## config.mk

```make
export PLATFORM = sky130hd
export DESIGN_NAME = cache_ctrl
export DESIGN_NICKNAME = d
export VERILOG_FILES = /design/src/common/cache_pkg.sv /design/src/cache/cache_ctrl.sv
export SDC_FILE = /design/constraint.sdc
export NUM_CORES = 1
export LEC_CHECK = 0
export ABC_AREA = 1
export BUFFER_PORTS_ARGS = -buffer_cell sky130_fd_sc_hd__buf_2
export CORE_MARGIN = 3
export CORE_UTILIZATION = 47
export CTS_BUF_LIST = sky130_fd_sc_hd__clkbuf_4
export DETAILED_ROUTE_END_ITERATION = 6
export PLACE_DENSITY = 0.87
export SETUP_SLACK_MARGIN = 0.02
export SLEW_MARGIN = 10
export SYNTH_ARGS = -nofsm -noshare
export SYNTH_HDL_FRONTEND = slang
export SYNTH_SLANG_ARGS = --single-unit
export TNS_END_PERCENT = 1
```

## constraint.sdc

```tcl
create_clock -name clk -period 4.2 [get_ports clk]
set_input_delay 0.42 -clock clk [delete_from_list [all_inputs] [get_ports clk]]
set_output_delay 0.42 -clock clk [all_outputs]
set_load 0.01 [all_outputs]
```

## src/common/cache_pkg.sv

```systemverilog
package cache_pkg;

    localparam int word_addr_w    = 14;
    localparam int byte_addr_w    = 16;
    localparam int index_w        = 4;
    localparam int tag_w          = word_addr_w - index_w;
    localparam int bytes_per_word = 4;
    localparam int byte_w         = 8;

    localparam int line_count = 1 << index_w;
    localparam int mem_bytes  = 1 << byte_addr_w;

    // byte lane select, and a beat counter that can also count past the last lane.
    localparam int byte_sel_w = $clog2(bytes_per_word);
    localparam int beat_w     = byte_sel_w + 1;

    // memory bus direction, same encoding as the backing memory port.
    localparam logic mem_read  = 1'b1;
    localparam logic mem_write = 1'b0;

    // lane 0 is the least significant byte of the word.
    typedef union packed {
        logic [bytes_per_word*byte_w-1:0]        word;
        logic [bytes_per_word-1:0][byte_w-1:0]   bytes;
    } data_word_u;

    typedef struct packed {
        logic                   write;
        logic [word_addr_w-1:0] addr;    // word address.
        data_word_u             wdata;
    } cpu_req_t;

    typedef struct packed {
        data_word_u rdata;               // don't-care on a write acknowledge.
        logic       hit;
    } cpu_resp_t;

    typedef struct packed {
        logic                   rw;      // 1 reads, 0 writes.
        logic [byte_addr_w-1:0] addr;    // byte address.
        logic [byte_w-1:0]      wdata;
    } mem_req_t;

endpackage

```

## src/cache/cache_ctrl.sv

```systemverilog
`timescale 1ns/1ps

module cache_ctrl import cache_pkg::*; (
    input  logic                   clk,
    input  logic                   rst_n,
    input  logic                   req_valid,
    input  cpu_req_t               req,
    output logic                   busy,
    output logic                   resp_valid,
    output cpu_resp_t              resp,
    output logic [word_addr_w-1:0] lookup_addr,
    input  logic                   hit,
    input  data_word_u             line_data,
    output logic                   wr_en,
    output logic [word_addr_w-1:0] wr_addr,
    output data_word_u             wr_data,
    output logic                   mem_strobe,
    output mem_req_t               mem_req,
    input  logic [byte_w-1:0]      mem_rdata
);

    typedef enum logic [2:0] {
        st_idle,
        st_lookup,
        st_fill,
        st_write,
        st_respond
    } state_t;

    state_t                state_q;
    state_t                state_d;
    cpu_req_t              req_q;
    logic [beat_w-1:0]     beat_q;
    logic                  hit_q;
    data_word_u            fill_q;
    logic [byte_sel_w-1:0] beat_sel;
    logic [byte_sel_w-1:0] fill_sel;

    assign beat_sel = beat_q[byte_sel_w-1:0];
    assign fill_sel = beat_sel - 1'b1;       // read data lags its strobe by one beat.

    always_ff @(posedge clk or negedge rst_n) begin
        if (!rst_n) begin
            state_q <= st_idle;
            beat_q  <= '0;
            hit_q   <= 1'b0;
        end else begin
            state_q <= state_d;
            case (state_q)
                st_idle: begin
                    beat_q <= '0;
                end
                st_lookup: begin
                    beat_q <= beat_w'(1);    // lane 0 goes out during the lookup.
                    hit_q  <= hit;
                end
                st_fill, st_write: begin
                    beat_q <= beat_q + 1'b1;
                end
                default: begin
                    beat_q <= beat_q;
                end
            endcase
        end
    end

    always_ff @(posedge clk) begin
        if (state_q == st_idle && req_valid) begin
            req_q <= req;
        end
        if (state_q == st_fill) begin
            fill_q.bytes[fill_sel] <= mem_rdata;
        end
    end

    always_comb begin
        state_d = state_q;
        case (state_q)
            st_idle: begin
                if (req_valid) begin
                    state_d = st_lookup;
                end
            end
            st_lookup: begin
                if (req_q.write) begin
                    state_d = st_write;
                end else if (hit) begin
                    state_d = st_idle;       // a read hit answers in this cycle.
                end else begin
                    state_d = st_fill;
                end
            end
            st_fill: begin
                if (beat_q == beat_w'(bytes_per_word)) begin
                    state_d = st_respond;
                end
            end
            st_write: begin
                if (beat_q == beat_w'(bytes_per_word - 1)) begin
                    state_d = st_respond;
                end
            end
            default: begin
                state_d = st_idle;
            end
        endcase
    end

    // byte beats on the memory bus, one lane per cycle.
    assign mem_strobe = (state_q == st_lookup && (req_q.write || !hit)) ||
                        (state_q == st_fill && beat_q < bytes_per_word) ||
                        (state_q == st_write);
    assign mem_req.rw    = req_q.write ? mem_write : mem_read;
    assign mem_req.addr  = {req_q.addr, beat_sel};
    assign mem_req.wdata = req_q.wdata.bytes[beat_sel];

    assign lookup_addr = req_q.addr;
    assign wr_addr     = req_q.addr;
    assign wr_data     = req_q.write ? req_q.wdata : fill_q;

    // write hits update the line at once; read misses fill it when they answer.
    assign wr_en = (state_q == st_lookup && req_q.write && hit) ||
                   (state_q == st_respond && !req_q.write);

    assign busy       = (state_q != st_idle);
    assign resp_valid = (state_q == st_lookup && !req_q.write && hit) ||
                        (state_q == st_respond);
    assign resp.hit   = (state_q == st_lookup) ? hit : hit_q;
    assign resp.rdata = (state_q == st_lookup) ? line_data : fill_q;

    // the requester has no back-pressure, so it must respect busy.
    a_no_req_while_busy: assert property (
        @(posedge clk) disable iff (!rst_n) req_valid |-> !busy
    ) else $error("request strobe while the cache is busy");

    a_resp_single_cycle: assert property (
        @(posedge clk) disable iff (!rst_n) resp_valid |=> !resp_valid
    ) else $error("response strobe held for more than one cycle");

endmodule

```

==> results of run 1 <==
[cell type report]
cell class,count,area (um^2),share of cell area (%)
well taps,105,131,2.54
clock buffers,10,75.1,1.45
clock inverters,6,110,2.13
flip-flops and latches,86,2550,49.2
inverters,19,71.3,1.38
repair buffers,215,1090,21.0
multi-input cells,271,1150,22.3
[routing by layer]
metal	vias to the layer above	global-route usage, %	part of all wire, %
li1	1708	-	-
met1	1567	30.0	42
met2	168	36.0	48
met3	12	4.03	8.8
met4	0	8.81	1.3
met5	-	0	0
[placed cells by master, fill, tap and decap left out, types with 3 or more instances in the layout]
cell,count
clkbuf_4,10
edfxtp_1,79
ha_1,6
o21ai_0,27
dfrtp_1,7
bufinv_16,3
inv_2,3
buf_2,212
nor2_1,24
o22ai_1,9
inv_1,14
clkinv_1,3
nand2_1,197
[sequential cells by signal, indices dropped and copies added (netlist names)]
name and cells:
req_q 33, fill_q 32, lookup_addr 14, beat_q 3
state_q 3, hit_q 1
[how the worst max path moves through the flow]
stage	startpoint	endpoint	slack, ns	cells past startpoint
2_1_floorplan	state_q[0]$_DFFE_PN0P_	lookup_addr[0]$_DFFE_PP_	1.05	3
3_3_place_gp	beat_q[0]$_DFFE_PN0P_	mem_req[4]	1.72	4
3_5_place_dp	state_q[2]$_DFFE_PN0P_	wr_en	1.68	6
4_1_cts	state_q[2]$_DFFE_PN0P_	wr_en	1.19	6
5_1_grt	state_q[2]$_DFFE_PN0P_	wr_en	0.95	6
6_report	state_q[2]$_DFFE_PN0P_	mem_strobe	1.23	6
[report_power, final]
part / internal [mW] / switching (mW) / total (mW)
clock: 0.307 / 0.270 / 0.577
combinational: 0.467 / 0.857 / 1.32
sequential: 1.14 / 0.134 / 1.27
total: 1.91 / 1.26 / 3.17
[critical path, stage by stage, from the launching register on]
cell and delay [ns]:
dfrtp_1 0.45, inv_2 0.12, nand3_2 0.51, inv_2 0.68
nand2_1 0.15, nand2_1 0.09, buf_2 0.13
[cell families after synthesis]
group	Yosys count	share of synthesized area, %
simple gates	227	20.7
flops	86	60.9
buf+inv	79	11.7
compound gates	38	4.94
fa+ha+maj	6	1.79
[per-stage QoR]
step	std cells	util, %	area [um^2]	setup WS, ns	power (mW)
finish	712	61.4	5170	1.23	3.17
global route	712	61.4	5170	0.946	3.39
CTS	712	61.4	5170	1.19	3.20
detailed placement	695	59.1	4980	1.68	2.62
global placement	695	59.1	4980	1.72	2.60
floorplan	436	-	4180	1.05	2.15
[repair_timing]
item	in CTS	in global routing
hold buffers	1	0
buffers inserted	0	0
endpoints found under the hold margin	7	0
==> flow_summary.ini, run 1 <==
[timing]
hold_viol_final = 0
period_share_pct = 70.7
worstMarginPinSlew_ns = 0.932
slew_headroom_pct = 37.7
setup-tns-final_ns = 0
hold_slack_ns = 0.165
skew_ns = 0.0118
maxSlewViolCount = 0
max_freq_mhz = 337
finalSetupViolations = 0
rsz0062_at_grt = false
min_period_ns = 2.97

[routing]
wl_per_cell_um = 15.8
drc = 0
ant_nets = 0
avgViaCountPerCell = 4.85
dr.first_iter.drc_count = 201
vias = 3455
firstDrtPassIters = 5
drt-total-wl_um = 11300

[place]
portBuffers = 212
gp_congestion = 0.916
dp_hpwl_um = 8880

[hold_path]
worstHoldStart = req[39]
hold_depth = 1
hold_end = lookup_addr[7]$_DFFE_PP_
min_path_type = input pin to register

[layout]
nNetsFinal = 699
diodes = 0
syn_to_final_growth_pct = 23.7
fillers = 749
drive_gt1_share_pct = 38.7

[global_route]
grt_pass1_wl_um = 17100
grt_pass1_vias = 3421
grt-ovfl-total = 0
antenna_found_initial = 0
grt_max_degree = 39
gr-usage-all-layers_pct = 22.3

[power_and_ir_drop]
power_leakage_nw = 2.55
powerDensity_mw_per_mm2 = 613
irDropWorstVdd_uv = 284

[cts]
cts_root_buffer = clkbuf_4
numCtsBuffers = 9
path_clk_slew_ns = 0.13
cts_max_level = 3
clock_latency_ns = 0.42
cts_resized = 0
numClockSinks = 86
cts_tree = built
clockBufferDepth = 2

[worst_setup_path]
crit_type = register to output port
startpoint_type = register
reg2reg_depth = 8
critPathCaptureType = output port
crit_fanout = 38
arrival_ns = 2.55
r2r_start = beat_q[0]$_DFFE_PN0P_
critPathRequiredTime_ns = 3.78
rr_endpoint = state_q[0]$_DFFE_PN0P_
r2r_setup_slack_ns = 1.80

[floorplan]
die_area_mm2 = 0.0101
coreArea_mm2 = 0.00842
initial_core_util_pct = 49.7
dieWidth_um = 100
io_pins = 213
num_rows = 33
die_h_um = 100

[yosys]
yosys.cell_count.top_type = nand2_1
seq_area_frac_synth_pct = 60.9
yosys_warnings = 0
ys_ff_latch = 86
netlist_instances = 436
async_flop_share_pct = 8.14
synth_edf_count = 79
synth_ff_type = edfxtp_1
yosysTopAreaCellShare_pct = 56.7
syn_nets = 533
yosysTopAreaCell = edfxtp_1
avgSynthCellArea_um2 = 9.59
synth_area_mm2 = 0.00418
ys_top_cells_by_count = nand2_1, edfxtp_1, buf_4, o21ai_0, nor2_1
synth_cell_types = 19
synthTopCellsByArea = edfxtp_1, nand2_1, buf_4

[job]
maxCapViolCount = 0

[status]
run_status = complete, no violations
No activity file was read; power rests on OpenSTA's default activity.
==> inputs of run 2 (changes only) <==
Settings changed: ABC_AREA 1 to 0, CORE_UTILIZATION 47 to 48, PLACE_DENSITY 0.87 to 0.88.
Clock period 4.2 ns to 3 ns, I/O delays scaled along.
==> run 2 against run 1 <==
  * Global-route usage fell by 1.8 points
  * Clock skew rose by 0.00057 ns
  * Die area rose by 1.4%
  * Routed wire length fell by 0.42%
  * First-iteration DRC count fell by 54%
  * Worst hold slack got worse by 0.12 ns
  * Via count fell by 16%
  * Core utilization rose by 3.0 points
  * Combinational power rose by 44%
  * Critical path type unchanged
==> flow_summary.ini, run 2 <==
[status]
run_status = complete, no violations

[yosys]
netlist_instances = 262
synth_ff_type = edfxtp_1
synthTopCellsByArea = edfxtp_1, mux2_4, mux2_2
seq_area_frac_synth_pct = 58.8
synth_cell_types = 29
avgSynthCellArea_um2 = 16.5
syn_nets = 359
yosys.cell_count.top_type = edfxtp_1
ys_top_cells_by_count = edfxtp_1, buf_4, mux2_2, mux2_4
yosys_warnings = 0
ys_ff_latch = 86
synth_area_mm2 = 0.00433
yosysTopAreaCellShare_pct = 54.7
async_flop_share_pct = 8.14
yosysTopAreaCell = edfxtp_1
synth_edf_count = 79

[cts]
clockBufferDepth = 2
post-cts-setup-buffer-count = 0
numCtsBuffers = 9
numClockSinks = 86
cts_root_buffer = clkbuf_4
holdBufCountCts = 1
clock_latency_ns = 0.43
path_clk_slew_ns = 0.14
cts_max_level = 3
cts_resized = 0
cts_tree = built

[power_and_ir_drop]
power_frac_clock_pct = 17.1
p_seq_share_pct = 41.1
comb_power_share_pct = 41.8
irDropWorstVdd_uv = 421
sw_frac_of_total_pct = 35.7
intPower_mw = 2.92
power_leakage_nw = 2.46
total_power_mw = 4.54
powerDensity_mw_per_mm2 = 805
p_switching_mw = 1.62

[timing]
hold_slack_ns = 0.0439
worstMarginPinSlew_ns = 0.857
hold_viol_final = 0
slew_headroom_pct = 42.9
finalSetupViolations = 0
maxSlewViolCount = 0
rsz0062_at_grt = false
max_freq_mhz = 385
period_share_pct = 86.5
skew_ns = 0.0123
min_period_ns = 2.59
setup-tns-final_ns = 0

[routing]
ant_nets = 0
route.met2.wl_um = 6100
drt-total-wl_um = 11200
met3_length_um = 742
avgViaCountPerCell = 5.01
wl_met1_um = 4190
firstDrtPassIters = 4
vias = 2900
highest_layer = met4
wl_per_cell_um = 19.4
drc = 0
dr.first_iter.drc_count = 92

[global_route]
grt_pass1_vias = 2753
grt_max_degree = 38
grt-ovfl-total = 0
antenna_found_initial = 0
grt_pass1_wl_um = 15400
gr-usage-all-layers_pct = 20.5

[layout]
largest_reg_flops = 33
layout_commonest_cell = buf_2
drive_gt1_share_pct = 66.0
regMostFlops = req_q
final_area_mm2 = 0.00565
postLayoutCoreUtil_pct = 64.4
layout_common_cells = buf_2, edfxtp_1, mux2_2, dlygate4sd3_1, mux2_4
fillers = 647
nNetsFinal = 563
syn_to_final_growth_pct = 30.3
diodes = 0

[floorplan]
coreArea_mm2 = 0.00876
initial_core_util_pct = 49.5
io_pins = 213
dieWidth_um = 101
num_rows = 34
die_area_mm2 = 0.0102
die_h_um = 101

[place]
portBuffers = 212
dp_hpwl_um = 7960
gp_congestion = 0.804
post_dp_cell_area_mm2 = 0.00514

[worst_setup_path]
critPathCaptureType = output port
r2r_setup_slack_ns = 1.00
critPathRequiredTime_ns = 2.70
startpoint_type = register
r2r_start = beat_q[0]$_DFFE_PN0P_
rr_endpoint = fill_q[30]$_DFFE_PP_
arrival_ns = 2.29
crit_type = register to output port
reg2reg_depth = 3
crit_fanout = 19

[hold_path]
hold_end = lookup_addr[5]$_DFFE_PP_
min_path_type = input pin to register
worstHoldStart = req[37]
hold_depth = 1

[job]
maxCapViolCount = 0
run 2: logic make-up after synthesis:
family	count (synthesis)	synth area share (%)
and+or+nand+nor	24	3.52
buffers and inverters	61	10.7
adders and majority gates	6	1.73
DFF	86	58.8
AOI/OAI and AO/OA	12	1.65
muxes	73	23.6
run 2: area by class of cell:
class                      instances  area [um^2]  share of cell area [%]
clock buffer                       9         67.6                    1.20
inverter                           5         18.8                   0.332
clock inverter                     7          105                    1.86
timing repair buffer             249         1430                    25.4
multi-input combinational        115         1340                    23.7
tap                              108          135                    2.39
sequential                        86         2550                    45.1
run 2: power by group through the flow:
stage               Combinational, mW  Sequential, mW  Clock, mW
floorplan                        1.48            1.74          0
global placement                 1.84            1.88          0
detailed placement               1.87            1.90          0
finish                           1.90            1.87      0.778
global route                     2.03            1.91      0.862
CTS                              1.88            1.87      0.800
run 2: worst max-delay path by stage:
| stage | startpoint | endpoint | cells past startpoint |
|---|---|---|---|
| after floorplan | state_q[0]$_DFFE_PN0P_ | lookup_addr[0]$_DFFE_PP_ | 2 |
| after global placement | state_q[2]$_DFFE_PN0P_ | resp[4] | 5 |
| after detailed placement | state_q[2]$_DFFE_PN0P_ | resp[8] | 5 |
| final | state_q[2]$_DFFE_PN0P_ | resp[9] | 5 |
| after CTS | state_q[2]$_DFFE_PN0P_ | resp[8] | 5 |
| after global routing | state_q[2]$_DFFE_PN0P_ | resp[9] | 5 |
run 2: worst max-delay path, stage by stage (launching register included):
cell	delay, ns
dfrtp_1	0.51
nand2b_4	0.23
nor2_8	0.36
buf_12	0.25
mux2_2	0.36
buf_2	0.14
run 2: per-layer routing:
metal,GRT usage [%],up-vias
met4,4.81,0
met3,5.74,15
li1,-,1342
met2,36.8,142
met1,24.5,1401
met5,0,-
run 2: stage by stage:
stage | worst slack, ns | std cells
final | 0.406 | 579
after global routing | 0.252 | 579
after CTS | 0.368 | 547
after detailed placement | 0.879 | 530
after global placement | 0.939 | 530
after floorplan | 0.440 | 262
==> inputs of run 3 (changes only) <==
Settings changed: ABC_AREA 0 to 1, CORE_UTILIZATION 48 to 46, CTS_BUF_LIST sky130_fd_sc_hd__clkbuf_4 to not set, PLACE_DENSITY 0.88 to 0.86.
==> run 3 against run 2 <==
  * Sequential share of layout area grew 3.2 points
  * Clock power rose by 34%
  * Setup slack better by 0.31 ns
  * Total power rose by 2.9%
  * Maximum frequency rose by 14%
  * Global-route usage up 0.19 points
  * First-iteration DRC count grew to 2.7 times the previous value
  * Register-to-register slack got worse by 0.04 ns
  * Cell area down 6.6%
  * Critical endpoint is now mem_req[2]
==> flow_summary.ini, run 3 (synthesis results as in run 1) <==
[power_and_ir_drop]
power_leakage_nw = 2.59
sw_frac_of_total_pct = 38.0
p_seq_share_pct = 37.2
total_power_mw = 4.68
intPower_mw = 2.90
comb_power_share_pct = 40.5
p_switching_mw = 1.78
power_frac_clock_pct = 22.3
powerDensity_mw_per_mm2 = 886
irDropWorstVdd_uv = 461

[global_route]
grt_pass1_vias = 3220
antenna_found_initial = 0
grt_pass1_wl_um = 16300
grt_max_degree = 48
gr-usage-all-layers_pct = 20.7
grt-ovfl-total = 0

[timing]
worstMarginPinSlew_ns = 0.932
min_period_ns = 2.28
period_share_pct = 76.0
finalSetupViolations = 0
skew_ns = 0.00642
maxSlewViolCount = 0
slew_headroom_pct = 37.8
hold_viol_final = 0
rsz0062_at_grt = false
max_freq_mhz = 438
setup-tns-final_ns = 0

[routing]
avgViaCountPerCell = 4.93
firstDrtPassIters = 6
dr.first_iter.drc_count = 251
wl_per_cell_um = 15.3
drt-total-wl_um = 11000
ant_nets = 0
vias = 3537
drc = 0

[floorplan]
initial_core_util_pct = 47.7
io_pins = 213
die_area_mm2 = 0.0103
coreArea_mm2 = 0.00876
num_rows = 34
die_h_um = 101
dieWidth_um = 101

[worst_setup_path]
startpoint_type = register
critPathCaptureType = output port
crit_fanout = 21
critPathRequiredTime_ns = 2.70
arrival_ns = 1.98
crit_type = register to output port

[cts]
numCtsBuffers = 9
cts_resized = 0
numClockSinks = 86
cts_tree = built
clock_latency_ns = 0.34
cts_root_buffer = clkbuf_8
clockBufferDepth = 2
cts_max_level = 3
path_clk_slew_ns = 0.08

[layout]
postLayoutCoreUtil_pct = 60.2
syn_to_final_growth_pct = 26.1
layout_commonest_cell = buf_2
fillers = 734
diodes = 0
drive_gt1_share_pct = 39.1
largest_reg_flops = 33
regMostFlops = req_q
layout_common_cells = buf_2, nand2_1, edfxtp_1, o21ai_0, nor2_1
nNetsFinal = 701

[hold_path]
min_path_type = input pin to register

[place]
portBuffers = 212
gp_congestion = 0.957
dp_hpwl_um = 8680

[status]
run_status = complete, no violations

[job]
maxCapViolCount = 0
## run 3: cell types whose count changed in the layout (fill, tap and decap cells not counted), sizes merged, moves of 9 or more
cell	before	now
o21ai	8	27
nor2	3	26
mux2	65	0
nand2	8	197
dlygate4sd3	33	1
o22ai	0	9
inv	8	18
## run 3: what timing repair did
action,4_1_cts,5_1_grt
hold buffers,1,0
hold endpoints to repair,7,0
buffers inserted,0,0
## run 3: final timing paths
check	from	to	slack, ns	depth (start not counted)
max	beat_q[0]$_DFFE_PN0P_	mem_req[2]	0.72	5
min	req[35]	lookup_addr[3]$_DFFE_PP_	0.13	1
max reg2reg	beat_q[0]$_DFFE_PN0P_	fill_q[26]$_DFFE_PP_	0.96	5
min reg2reg	hit_q$_DFF_PN0_	hit_q$_DFF_PN0_	0.48	2
max in group asynchronous	rst_n	beat_q[1]$_DFFE_PN0P_	2.50	2
min in group asynchronous	rst_n	beat_q[2]$_DFFE_PN0P_	0.33	2
## run 3: worst max-delay path, cell delays in order (launching register included)
cell and delay [ns]:
dfrtp_1 0.34, buf_4 0.22, clkinv_1 0.45, o21ai_0 0.35, o22ai_1 0.13, buf_2 0.16
## run 3: stage by stage
step / setup WS (ns) / std cells / area (um^2) / hold WS, ns
3_3_place_gp: 1.09 / 700 / 5000 / 0.146
3_5_place_dp: 1.00 / 700 / 5000 / 0.151
6_report: 0.719 / 717 / 5280 / 0.134
5_1_grt: 0.562 / 717 / 5280 / 0.101
4_1_cts: 0.747 / 717 / 5280 / 0.113
2_1_floorplan: 0.625 / 436 / 4190 / 0.00441
## run 3: power groups by stage
stage / sequential (mW) / clock [mW] / combinational [mW]
floorplan: 1.73 / 0 / 1.28
global route: 1.76 / 1.12 / 2.11
CTS: 1.74 / 1.06 / 1.91
detailed placement: 1.76 / 0 / 1.90
finish: 1.74 / 1.04 / 1.89
global placement: 1.75 / 0 / 1.85
## run 3: cell type report
class                   instances  area, um^2  share of cell area (%)
clock inverters                 7         144                    2.73
repair buffers                217        1100                    20.9
well taps                     108         135                    2.56
clock buffers                   9         124                    2.35
multi-input cells             271        1150                    21.9
flip-flops and latches         86        2550                    48.3
inverters                      19        71.3                    1.35
## run 3: metal layers
layer  up-vias  global-route usage (%)  routed length [um]  share of wire, %
met2       244                    33.0                5180                47
met4         0                    9.10                 321               2.9
met5         -                       0                   0                 0
met1      1559                    27.1                4340                39
li1       1706                       -                   -                 -
met3        28                    4.89                1160                11
