[src/common/cache_pkg.sv]
package cache_pkg;

    localparam int word_addr_w    = 14;
    localparam int byte_addr_w    = 16;
    localparam int index_w        = 4;
    localparam int tag_w          = word_addr_w - index_w;
    localparam int bytes_per_word = 4;
    localparam int byte_w         = 8;

    localparam int line_count = 1 << index_w;
    localparam int mem_bytes  = 1 << byte_addr_w;

    // byte lane select, and a beat counter that can also count past the last lane.
    localparam int byte_sel_w = $clog2(bytes_per_word);
    localparam int beat_w     = byte_sel_w + 1;

    // memory bus direction, same encoding as the backing memory port.
    localparam logic mem_read  = 1'b1;
    localparam logic mem_write = 1'b0;

    // lane 0 is the least significant byte of the word.
    typedef union packed {
        logic [bytes_per_word*byte_w-1:0]        word;
        logic [bytes_per_word-1:0][byte_w-1:0]   bytes;
    } data_word_u;

    typedef struct packed {
        logic                   write;
        logic [word_addr_w-1:0] addr;    // word address.
        data_word_u             wdata;
    } cpu_req_t;

    typedef struct packed {
        data_word_u rdata;               // don't-care on a write acknowledge.
        logic       hit;
    } cpu_resp_t;

    typedef struct packed {
        logic                   rw;      // 1 reads, 0 writes.
        logic [byte_addr_w-1:0] addr;    // byte address.
        logic [byte_w-1:0]      wdata;
    } mem_req_t;

endpackage

[src/cache/cache_store.sv]
`timescale 1ns/1ps

module cache_store import cache_pkg::*; (
    input  logic                   clk,
    input  logic                   rst_n,
    input  logic [word_addr_w-1:0] lookup_addr,
    output logic                   hit,
    output data_word_u             line_data,
    input  logic                   wr_en,
    input  logic [word_addr_w-1:0] wr_addr,
    input  data_word_u             wr_data
);

    logic [line_count-1:0] valid_q;
    logic [tag_w-1:0]      tag_q  [line_count];
    data_word_u            data_q [line_count];

    logic [index_w-1:0] lookup_index;
    logic [tag_w-1:0]   lookup_tag;
    logic [index_w-1:0] wr_index;
    logic [tag_w-1:0]   wr_tag;

    // low word-address bits pick the line, the rest is the tag.
    assign lookup_index = lookup_addr[index_w-1:0];
    assign lookup_tag   = lookup_addr[word_addr_w-1:index_w];
    assign wr_index     = wr_addr[index_w-1:0];
    assign wr_tag       = wr_addr[word_addr_w-1:index_w];

    assign hit       = valid_q[lookup_index] && (tag_q[lookup_index] == lookup_tag);
    assign line_data = data_q[lookup_index];

    always_ff @(posedge clk or negedge rst_n) begin
        if (!rst_n) begin
            valid_q <= '0;
        end else if (wr_en) begin
            valid_q[wr_index] <= 1'b1;
        end
    end

    always_ff @(posedge clk) begin
        if (wr_en) begin
            tag_q[wr_index]  <= wr_tag;
            data_q[wr_index] <= wr_data;
        end
    end

endmodule

[config.mk]
export PLATFORM = sky130hd
export DESIGN_NAME = cache_store
export DESIGN_NICKNAME = d
export VERILOG_FILES = /design/src/common/cache_pkg.sv /design/src/cache/cache_store.sv
export SDC_FILE = /design/constraint.sdc
export NUM_CORES = 1
export LEC_CHECK = 0
export ABC_CLOCK_PERIOD_IN_PS = 5100
export BUFFER_PORTS_ARGS = -buffer_cell sky130_fd_sc_hd__buf_4
export CORE_ASPECT_RATIO = 0.75
export CORE_MARGIN = 2
export CORE_UTILIZATION = 47
export DETAILED_ROUTE_END_ITERATION = 8
export PLACE_DENSITY = 0.61
export SYNTH_ARGS = -nofsm -noshare
export SYNTH_HDL_FRONTEND = slang
export SYNTH_SLANG_ARGS = --single-unit
[constraint.sdc]
create_clock -name clk -period 5.1 [get_ports clk]
set_input_delay 0.765 -clock clk [delete_from_list [all_inputs] [get_ports clk]]
set_output_delay 0.765 -clock clk [all_outputs]
set_load 0.005 [all_outputs]
==> key figures, run 1 <==
Run status
  – Status: finished, final reports clean

Logic synthesis
  – Main combinational cell family by area after synthesis: multiplexers
  – Multiplexer share of the synthesized area: 0.1831
  – Number of enable flip-flop cells after synthesis: 672
  – Net Count, Synth: 1115
  – Syn Std Cell Area: 26210 um^2
  – Synth warn: 0
  – Async SR Flop Fraction: 0.02326
  – Yosys reg bits: 688
  – Primary FF master, synth: edfxtp_1
  – Netlist cell types: 43
  – Seq/Total Area, Yosys: 0.7851
  – Syn Inst Count: 1052
  – Adder-cell share of the synthesized area: 0
  – Area share of and/or/nand/nor cells after synthesis: 0.01126
  – Xor/xnor share of the synthesized area: 0.002673
  – Compound-Gate Fraction of Synth Area: 0.007589
  – Avg Cell Area, Syn: 24.92 um^2

Worst hold path
  – Hold Crit Depth: 1
  – Endpoint, Worst Hold: valid_q[7]
  – Min-Delay Path Class: reg -> reg
  – Hold Crit Start: valid_q[7]

Floorplan
  – Initial Util: 0.4782
  – Area of the core: 54810 um^2
  – Die area: 57700 um^2
  – IO Pins: 96
  – Die Y: 208.5 um
  – Die Width: 276.7 um
  – Rows: 74

Layout
  – Final instance area: 30030 um^2
  – ANT cells: 0
  – Commonest non-fill, non-tap cell in the layout: edfxtp_1
  – Share of cells above drive strength 1: 0.3563
  – Fillcell total: 4122
  – Register area: 20580 um^2
  – Final Net Count: 1262
  – Area grow syn2layout: 14.56%
  – Final core utilization: 0.5478
  – Most frequent cells in the layout: edfxtp_1 (672), mux4_2 (196), buf_4 (124), clkbuf_16 (71), mux2i_1 (19)
  – Area occupied by multi-input gates: 5474 um^2

Timing
  – Slew @ Worst Pin: 1116 ps
  – Final Hold Violating Endpoints: 0
  – Tmin final: 4194 ps
  – Setup TNS Final: 0 ps
  – Fin crit share: 0.8223
  – Final setup vio count: 0
  – Fmax achieved: 238.5 MHz
  – Worst setup margin: 906.4 ps
  – Worst relative slew slack: 0.2540
  – Fin. max-slew vios: 0
  – Clk_skew: 0 ps
  – Unrepaired setup endpoints after global routing: no

Clock network
  – CTS Buf Count: 66
  – Clock buffer depth: 3
  – Clk slew on worst S/H paths: 60 ps
  – Sink Count: 688
  – H-tree levels: 3
  – CTS tree: done
  – Root Buffer: clkbuf_16
  – Skew-Pair Late Insertion Delay: 590 ps

Critical path
  – Kind of critical path: in -> out
  – Worst R2R End: valid_q[10]
  – Worst Setup Start Kind: input pin
  – Req. time, crit path: 4340 ps
  – Crit end category: output pin
  – R2R depth: 1
  – RR Startpoint: valid_q[10]
  – Reg2reg setup slack: 4310 ps
  – Crit Path Max Fanout: 53
  – Critical Path AT: 3430 ps

Placement
  – Placement Setup Slack: 890.9 ps
  – DPL Wire Length: 27.86 mm
  – Routability Congestion: 0.7242
  – Port-buffer cells: 95
  – Placed cell areas: 27970 um^2

Route
  – Wirelength, routed: 55.38 mm
  – Vias per cell: 5.898
  – DRT Pass-1 Iters: 5
  – DRC Markers: 0
  – Routed Antenna Nets: 0
  – Via count: 11610
  – WL per Instance: 28.14 um
  – 1st-iter DRT viols: 1226

Global route
  – Largest net degree at the start of global routing: 89
  – Total congestion overflow: 0
  – First-pass GRT wire length: 81.43 mm
  – GR Util All Layers: 0.1951
  – Vias in the first global route: 11940
  – Initial antenna violation count: 2

Power and ir drop
  – Peak supply drop: 183.7 uV
  – Power density cells: 390.3 nW/um^2
  – P_leak: 9.501 nW

Flow run
  – Max_cap viols: 0
## state kept, by name (all words and copies together) (netlist names)
name,count
tag_q,160
valid_q,16
data_q,512
## worst max-delay path, cell delays in order
cell       delay (ps)
buf_4             700
buf_4             460
mux4_2            350
mux2i_1           370
o22a_1            210
a21oi_1            70
a2111oi_2         310
buf_4             180
## through the flow
stage / total power, mW / hold slack [ps] / cells
after global routing: 12.10 / 447.4 / 1968
after floorplan: 6.873 / 433.7 / 1052
final: 11.72 / 463.5 / 1968
after detailed placement: 7.173 / 449.9 / 1852
after CTS: 11.84 / 432.2 / 1968
after global placement: 7.158 / 447.1 / 1852
## worst max-delay path by stage
stage                         startpoint           end  slack, ps  cells past startpoint
final                     lookup_addr[2]           hit        910                      8
after floorplan               wr_addr[2]  data_q[0][0]        420                      2
after detailed placement  lookup_addr[2]           hit        890                      8
after global routing      lookup_addr[2]           hit        640                      8
after global placement    lookup_addr[2]           hit        860                      8
after CTS                 lookup_addr[2]           hit        880                      8
## cell type report
class | count | area share
inverters | 4 | 0.0005000
clock inverters | 27 | 0.006625
repair buffers | 129 | 0.03354
well taps | 722 | 0.03008
flip-flops and latches | 688 | 0.6853
multi-input cells | 310 | 0.1823
clock buffers | 88 | 0.06162
## timing repair
action                                  4_1_cts  5_1_grt
hold endpoints to repair                     16        0
gates resized for setup                       0        0
endpoints found under the setup margin        0        0
setup buffers                                 0        0
hold buffers                                  1        0
## kinds of logic (layout without fill, tap and decap cells)
| kind of cell | Yosys count | count (layout) |
|---|---|---|
| flops | 688 | 688 |
| mux | 223 | 223 |
| simple gates | 55 | 55 |
| buf+inv | 54 | 248 |
| compound gates | 24 | 24 |
| xor+xnor | 8 | 8 |
## metal layers
metal  global-route usage  vias to the layer above  routed length, um
met3              0.04211                       69               3297
met2               0.2958                      344              25650
li1                     -                     4855                  -
met1               0.2957                     6336              25630
met5                    0                        -                 16
met4              0.04142                        4                780
## cells in the mapped netlist (3+ instances only)
library cell / instances / area share
buf_2: 25 / 0.0048
nor2_1: 13 / 0.0019
inv_1: 4 / 0.00057
clkbuf_1: 19 / 0.0027
xnor2_1: 5 / 0.0017
nand2b_1: 3 / 0.00072
dfrtp_1: 16 / 0.015
nand3b_1: 3 / 0.00086
nor3_1: 4 / 0.00076
xor2_1: 3 / 0.0010
a21oi_1: 3 / 0.00057
mux4_2: 196 / 0.17
o2bb2ai_1: 3 / 0.0010
nand2_1: 6 / 0.00086
or2_2: 16 / 0.0038
edfxtp_1: 672 / 0.77
mux2i_1: 19 / 0.0073
mux4_1: 7 / 0.0070
## power breakdown
part	leakage, nW	switching [mW]	internal, mW
sequential	6.23	0.0315	6.34
clock	1.00	1.98	2.70
combinational	2.26	0.349	0.321
No activity file was read; power rests on OpenSTA's default activity.
==> inputs of run 2 (changes only) <==
Settings changed: ABC_AREA set to 1, ABC_CLOCK_PERIOD_IN_PS 5100 to 4350.
Clock period 5.1 ns to 4.35 ns, I/O delays scaled along.
==> run 2 against run 1 <==
Via count is 47% higher. Cell count is 52% higher. Area after synthesis is 4.8% higher. Register-to-register slack worse by 760 ps. Power is 18% higher. Clock power is 19% higher. Global-route usage is 3.4 points higher. Clock skew stayed put. Flip-flop and latch count stayed put. Die area is 4.7% higher. Clock-buffer cell count is 6 lower. Critical path type unchanged.
==> key figures, run 2 <==
Critical path
  – Req. time, crit path: 3700 ps (-640 ps)
  – Crit-path leading delay family: buffers and inverters
  – Worst Setup Start Kind: input pin
  – Crit end category: output pin
  – CP Buf/Inv Count: 4 (+1)
  – Critical-path cell list: buf_8 > buf_4 > nor2_1 > nor2_1 > o21ai_1 > nand3_1 > nand3_1 > nand3_1 > nand2_1 > inv_1 > nand2_1 > nor2_1 > nand2_1 > nor2_1 > buf_4
  – Most Frequent Cell on Critical Path: nor2_1
  – Critical Path AT: 3030 ps (-400 ps)
  – Max incr delay on CP: 660 ps (-40 ps)
  – Critical Path Slowest Stage Cell: buf_4
  – Crit Path Max Fanout: 80 (+51%)
  – Kind of critical path: in -> out

Timing
  – Fmax achieved: 271.4 MHz
  – Final setup vio count: 0 (unchanged)
  – Slew @ Worst Pin: 978.5 ps (-137.8 ps)
  – Unrepaired setup endpoints after global routing: no
  – Fin. max-slew vios: 0 (unchanged)
  – Final Hold Violating Endpoints: 0 (unchanged)
  – Worst relative slew slack: 0.3477 (+0.09364)
  – Setup TNS Final: 0 ps (unchanged)
  – Clk_skew: 0 ps (unchanged)
  – Fin crit share: 0.8469
  – Tmin final: 3684 ps

Clock network
  – Root Buffer: clkbuf_16
  – Skew-Pair Late Insertion Delay: 590 ps (about the same)
  – H-tree levels: 3 (unchanged)
  – Clk slew on worst S/H paths: 60 ps (about the same)
  – Clock buffer depth: 3 (unchanged)
  – Sink Count: 688 (unchanged)
  – CTS tree: done
  – CTS Buf Count: 67 (+1.5%)

Route
  – DRT Pass-1 Iters: 5 (unchanged)
  – Via count: 17030 (+47%)
  – WL per Instance: 23.10 um (-18%)
  – Routed Antenna Nets: 0 (unchanged)
  – Wirelength, routed: 69.33 mm (+25%)
  – Vias per cell: 5.674 (-3.8%)
  – DRC Markers: 0 (unchanged)
  – 1st-iter DRT viols: 1795 (+46%)

Logic synthesis
  – Cell accounting for the most synthesized area: edfxtp_1
  – Number of enable flip-flop cells after synthesis: 672 (unchanged)
  – Synth top area share: 0.7348 (-0.03504)
  – Top-count cell post-synth: edfxtp_1
  – Netlist cell types: 24 (-44%)
  – Top cells by area, synth: edfxtp_1 (73%), o21ai_0 (4.3%), nor2_1 (4.0%)
  – Avg Cell Area, Syn: 12.98 um^2 (-48%)
  – Primary FF master, synth: edfxtp_1
  – Syn Inst Count: 2115 (+100%)
  – Net Count, Synth: 2178 (+95%)
  – Yosys reg bits: 688 (unchanged)
  – Async SR Flop Fraction: 0.02326 (unchanged)
  – Post-synth top cells: edfxtp_1 (672), nor2_1 (294), nand2_1 (269), o21ai_0 (238), nand3_1 (145)
  – Syn Std Cell Area: 27460 um^2 (+4.8%)
  – Synth warn: 0 (unchanged)
  – Seq/Total Area, Yosys: 0.7494 (-0.03573)

Floorplan
  – Area of the core: 57630 um^2 (+5.1%)
  – Initial Util: 0.4766 (-0.001651)
  – IO Pins: 96 (unchanged)
  – Rows: 76 (+2.7%)
  – Die area: 60400 um^2 (+4.7%)
  – Die Width: 283.1 um (+2.3%)
  – Die Y: 213.3 um (+2.3%)

Layout
  – ANT cells: 0 (unchanged)
  – Share of cells above drive strength 1: 0.1144 (-0.2420)
  – Area grow syn2layout: 13.18%
  – Most frequent cells in the layout: edfxtp_1 (672), nor2_1 (278), nand2_1 (269), o21ai_0 (238), nand3_1 (145)
  – Final Net Count: 2240 (+77%)
  – Top reg by flops: data_q
  – Fillcell total: 4766 (+16%)
  – Commonest non-fill, non-tap cell in the layout: edfxtp_1
  – Biggest regs: data_q: 512 flops, tag_q: 160 flops, valid_q: 16 flops
  – Flip-flop count of the largest register after layout: 512 (unchanged)
  – Final core utilization: 0.5394 (-0.008458)

Power and ir drop
  – Power density cells: 446.8 nW/um^2 (+14%)
  – Peak supply drop: 336.1 uV (+83%)
  – P_leak: 10.69 nW (+12%)

Worst hold path
  – Min-Delay Path Class: in -> reg

Global route
  – Initial antenna violation count: 0 (-2)
  – Met1 Track Usage GR: 0.3268 (+0.03106)
  – First-pass GRT wire length: 103.8 mm (+27%)
  – Vias in the first global route: 16530 (+39%)
  – Met3 global-route usage: 0.03830 (-0.003813)
  – GR Util All Layers: 0.2293 (+0.03413)
  – Largest net degree at the start of global routing: 162 (+82%)
  – Top Usage Layer GRT: met2
  – GRT met2 Usage: 0.3731 (+0.07730)
  – Total congestion overflow: 0 (unchanged)

Run status
  – Status: finished, final reports clean

Placement
  – Routability Congestion: 0.7713 (+6.5%)
  – DPL Wire Length: 33.74 mm (+21%)
  – Port-buffer cells: 95 (unchanged)

Flow run
  – Max_cap viols: 0 (unchanged)
## run 2: final timing paths
path | start | end | slack, ps | depth (start not counted)
worst min register to register | valid_q[7] | valid_q[7] | 460 | 2
min in group asynchronous | rst_n | valid_q[5] | 460 | 2
worst max register to register | valid_q[12] | valid_q[12] | 3550 | 1
worst min-delay path | wr_data[22] | data_q[7][22] | 340 | 1
worst max-delay path | lookup_addr[0] | hit | 670 | 15
max in group asynchronous | rst_n | valid_q[11] | 3700 | 2
## run 2: final cells by class
type	instances	area, um^2	area share
Timing Repair Buffer	135	1236	0.03977
Clock buffer	82	1775	0.05712
Clock inverter	31	287.8	0.009259
Sequential cell	688	20580	0.6621
Multi-Input combinational cell	1174	5799	0.1866
Tap cell	780	975.9	0.03140
Inverter	111	427.9	0.01377
## run 2: cell families (layout without fill, tap and decap cells)
logic type	Yosys count	in the layout	share of synthesized area
flops	688	688	0.7494
simple gates	717	717	0.1055
compound gates	457	457	0.1013
buf+inv	253	359	0.04383
## run 2: repair_timing
action	4_1_cts	5_1_grt
setup buffers	0	0
hold buffers	1	0
gates resized for setup	0	0
endpoints found under the hold margin	16	0
## run 2: layer usage
metal | wire length (um) | part of all wire
met1 | 31250 | 0.45
met2 | 32490 | 0.47
met3 | 4234 | 0.061
met4 | 1362 | 0.020
met5 | 0 | 0
## run 2: power by group
group | internal, mW | switching [mW] | leakage (nW)
registers | 7.42 | 0.0329 | 6.22
clock network | 3.15 | 2.41 | 0.999
logic | 0.277 | 0.607 | 3.47
total | 10.8 | 3.05 | 10.7
## run 2: metrics by stage
stage / cells / instance area (um^2) / hold slack [ps] / power (mW) / worst slack (ps)
2_1_floorplan: 2115 / 27460 / 356.9 / 8.087 / 1234
3_3_place_gp: 2887 / 29010 / 437.6 / 8.457 / 718.6
3_5_place_dp: 2887 / 29010 / 447.5 / 8.477 / 705.4
4_1_cts: 3001 / 31080 / 312.4 / 13.98 / 699.4
5_1_grt: 3001 / 31080 / 333.1 / 14.34 / 432.5
6_report: 3001 / 31080 / 340.4 / 13.89 / 665.8
==> inputs of run 3 (changes only) <==
Settings changed: ABC_CLOCK_PERIOD_IN_PS 4350 to 3810.
Clock period 4.35 ns to 3.81 ns, I/O delays scaled along.
==> run 3 against run 2 <==
Routed wire length is 0.89% higher. Non-clock buffer count is 6 higher. Register-to-register slack worse by 520 ps. Critical endpoint unchanged. Largest cell class unchanged. Largest power group unchanged.
==> key figures, run 3 (synthesis gave the netlist of run 2 again) <==
Run status
  – Status: finished, final reports clean

Flow run
  – Max_cap viols: 0 (unchanged)

Power and ir drop
  – NetSw: 3.511 mW (+15%)
  – Sw Ratio: 0.2205 (+0.001208)
  – Cell internal pwr: 12.41 mW (+14%)
  – Power density cells: 511.2 nW/um^2 (+14%)
  – Combinational share of power: 0.064 (about the same)
  – P_leak: 10.73 nW (+0.36%)
  – Reg power frac: 0.534 (-0.003)
  – Peak supply drop: 335.7 uV (-0.11%)
  – Clock power share: 0.402 (+0.002)
  – Total power: 15.92 mW (+15%)

Route
  – Wirelength, routed: 69.95 mm (+0.89%)
  – Via count: 17150 (+0.72%)
  – WL per Instance: 23.22 um (+0.49%)
  – 1st-iter DRT viols: 2127 (+18%)
  – Vias per cell: 5.692 (+0.32%)
  – DRC Markers: 0 (unchanged)
  – DRT Pass-1 Iters: 5 (unchanged)
  – Routed Antenna Nets: 0 (unchanged)

Layout
  – Fillcell total: 4840 (+1.6%)
  – Final Net Count: 2247 (+0.31%)
  – ANT cells: 0 (unchanged)
  – Biggest regs: data_q: 512 flops, tag_q: 160 flops, valid_q: 16 flops
  – Share of cells above drive strength 1: 0.1146 (+0.0002811)
  – Area grow syn2layout: 13.41%
  – Flip-flop count of the largest register after layout: 512 (unchanged)
  – Top reg by flops: data_q
  – Commonest non-fill, non-tap cell in the layout: edfxtp_1
  – Most frequent cells in the layout: edfxtp_1 (672), nor2_1 (278), nand2_1 (269), o21ai_0 (238), nand3_1 (145)

Timing
  – Setup TNS Final: 0 ps (unchanged)
  – Final setup vio count: 0 (unchanged)
  – Fin. max-slew vios: 0 (unchanged)
  – Final Hold Violating Endpoints: 0 (unchanged)
  – Hold slack: 247.8 ps (-92.66 ps)
  – Worst relative slew slack: 0.3760 (+0.02828)
  – Unrepaired setup endpoints after global routing: no
  – Clk_skew: 0 ps (unchanged)
  – Slew @ Worst Pin: 936.1 ps (-42.42 ps)
  – Fmax achieved: 310.4 MHz
  – Tmin final: 3222 ps
  – Fin crit share: 0.8456

Worst hold path
  – Min-Delay Path Class: in -> reg
  – Hold Crit Depth: 1 (unchanged)

Floorplan
  – Die area: 60400 um^2 (unchanged)
  – Die Y: 213.3 um (unchanged)
  – Initial Util: 0.4766 (unchanged)
  – Area of the core: 57630 um^2 (unchanged)
  – Die Width: 283.1 um (unchanged)
  – IO Pins: 96 (unchanged)
  – Rows: 76 (unchanged)

Global route
  – Vias in the first global route: 16760 (+1.4%)
  – Total congestion overflow: 0 (unchanged)
  – Largest net degree at the start of global routing: 126 (-22%)
  – GR Util All Layers: 0.2331 (+0.003868)
  – First-pass GRT wire length: 105.5 mm (+1.6%)
  – Initial antenna violation count: 0 (unchanged)

Critical path
  – Crit Path Max Fanout: 57 (-29%)
  – Kind of critical path: in -> out
  – Req. time, crit path: 3240 ps (-460 ps)
  – Critical Path AT: 2650 ps (-380 ps)
  – Worst Setup Start Kind: input pin
  – R2R depth: 1 (unchanged)
  – Crit end category: output pin

Clock network
  – H-tree levels: 3 (unchanged)
  – CTS tree: done
  – Clk slew on worst S/H paths: 60 ps (about the same)
  – CTS resizes: 0 (unchanged)
  – Post-CTS Setup Inserts: 0 (unchanged)
  – Root Buffer: clkbuf_16
  – Sink Count: 688 (unchanged)
  – Clock buffer depth: 3 (unchanged)
  – CTS Buf Count: 68 (+1.5%)
  – Skew-Pair Late Insertion Delay: 600 ps (about the same)

Placement
  – Port-buffer cells: 95 (unchanged)
  – DPL Wire Length: 33.82 mm (+0.25%)
  – Routability Congestion: 0.7789 (+0.99%)
==> run 3: changes by cell type in the layout (fill, tap and decap cells not counted), moves of 2 or more <==
cell,change
clkbuf_1,+4
clkinv_1,+6
clkinv_2,-4
clkinvlp_4,-2
buf_4,+7
clkbuf_16,+2
==> run 3: path summary, 6_finish.rpt <==
kind,from,slack (ps),end
worst max register to register,valid_q[6],3030,valid_q[6]
min in group asynchronous,rst_n,370,valid_q[3]
worst max-delay path,lookup_addr[0],590,hit
worst min register to register,valid_q[7],450,valid_q[7]
worst min-delay path,wr_data[20],250,data_q[13][20]
max in group asynchronous,rst_n,3250,valid_q[11]
==> run 3: what timing repair did <==
| item | in CTS | in global routing |
|---|---|---|
| endpoints found under the setup margin | 0 | 0 |
| hold endpoints to repair | 16 | 0 |
| hold buffers | 1 | 0 |
==> run 3: metal layers <==
metal  part of all wire  vias up  track usage
li1                   -     7868            -
met1               0.45     8590       0.3342
met2               0.46      595       0.3751
met3              0.066       97      0.03681
met4              0.019        0      0.06422
met5                  0        -            0
==> run 3: layout make-up <==
cell class | instances | area [um^2] | share of cell area
flip-flops and latches | 688 | 20580 | 0.6607
clock inverters | 31 | 254.0 | 0.008155
inverters | 111 | 427.9 | 0.01374
clock buffers | 88 | 1841 | 0.05909
well taps | 780 | 975.9 | 0.03133
repair buffers | 141 | 1269 | 0.04073
multi-input cells | 1174 | 5799 | 0.1862
==> run 3: worst max-delay path, cell delays in order <==
cell and delay (ps):
buf_8 250, buf_4 540, nor2_1 100, nor2_1 100, o21ai_1 70, nand3_1 90
nand3_1 150, nand3_1 120, nand2_1 60, inv_1 50, nand2_1 40, nor2_1 90
nand2_1 80, nor2_1 140, buf_4 140
==> run 3: power by group through the flow <==
stage | sequential [mW] | combinational (mW) | clock (mW)
after floorplan | 8.67 | 0.567 | 0
after global placement | 8.66 | 0.994 | 0
after detailed placement | 8.67 | 1.01 | 0
after CTS | 8.51 | 1.02 | 6.50
after global routing | 8.52 | 1.12 | 6.81
final | 8.51 | 1.02 | 6.40
==> run 3: through the flow <==
stage | utilization | worst slack, ps | instance area [um^2] | std cells
final | 0.5405 | 588.2 | 31150 | 3013
after global routing | 0.5405 | 324.9 | 31150 | 3013
after CTS | 0.5405 | 589.5 | 31150 | 3013
after detailed placement | 0.5040 | 621.6 | 29040 | 2893
after global placement | 0.5040 | 663.5 | 29040 | 2893
after floorplan | - | 775.3 | 27460 | 2115
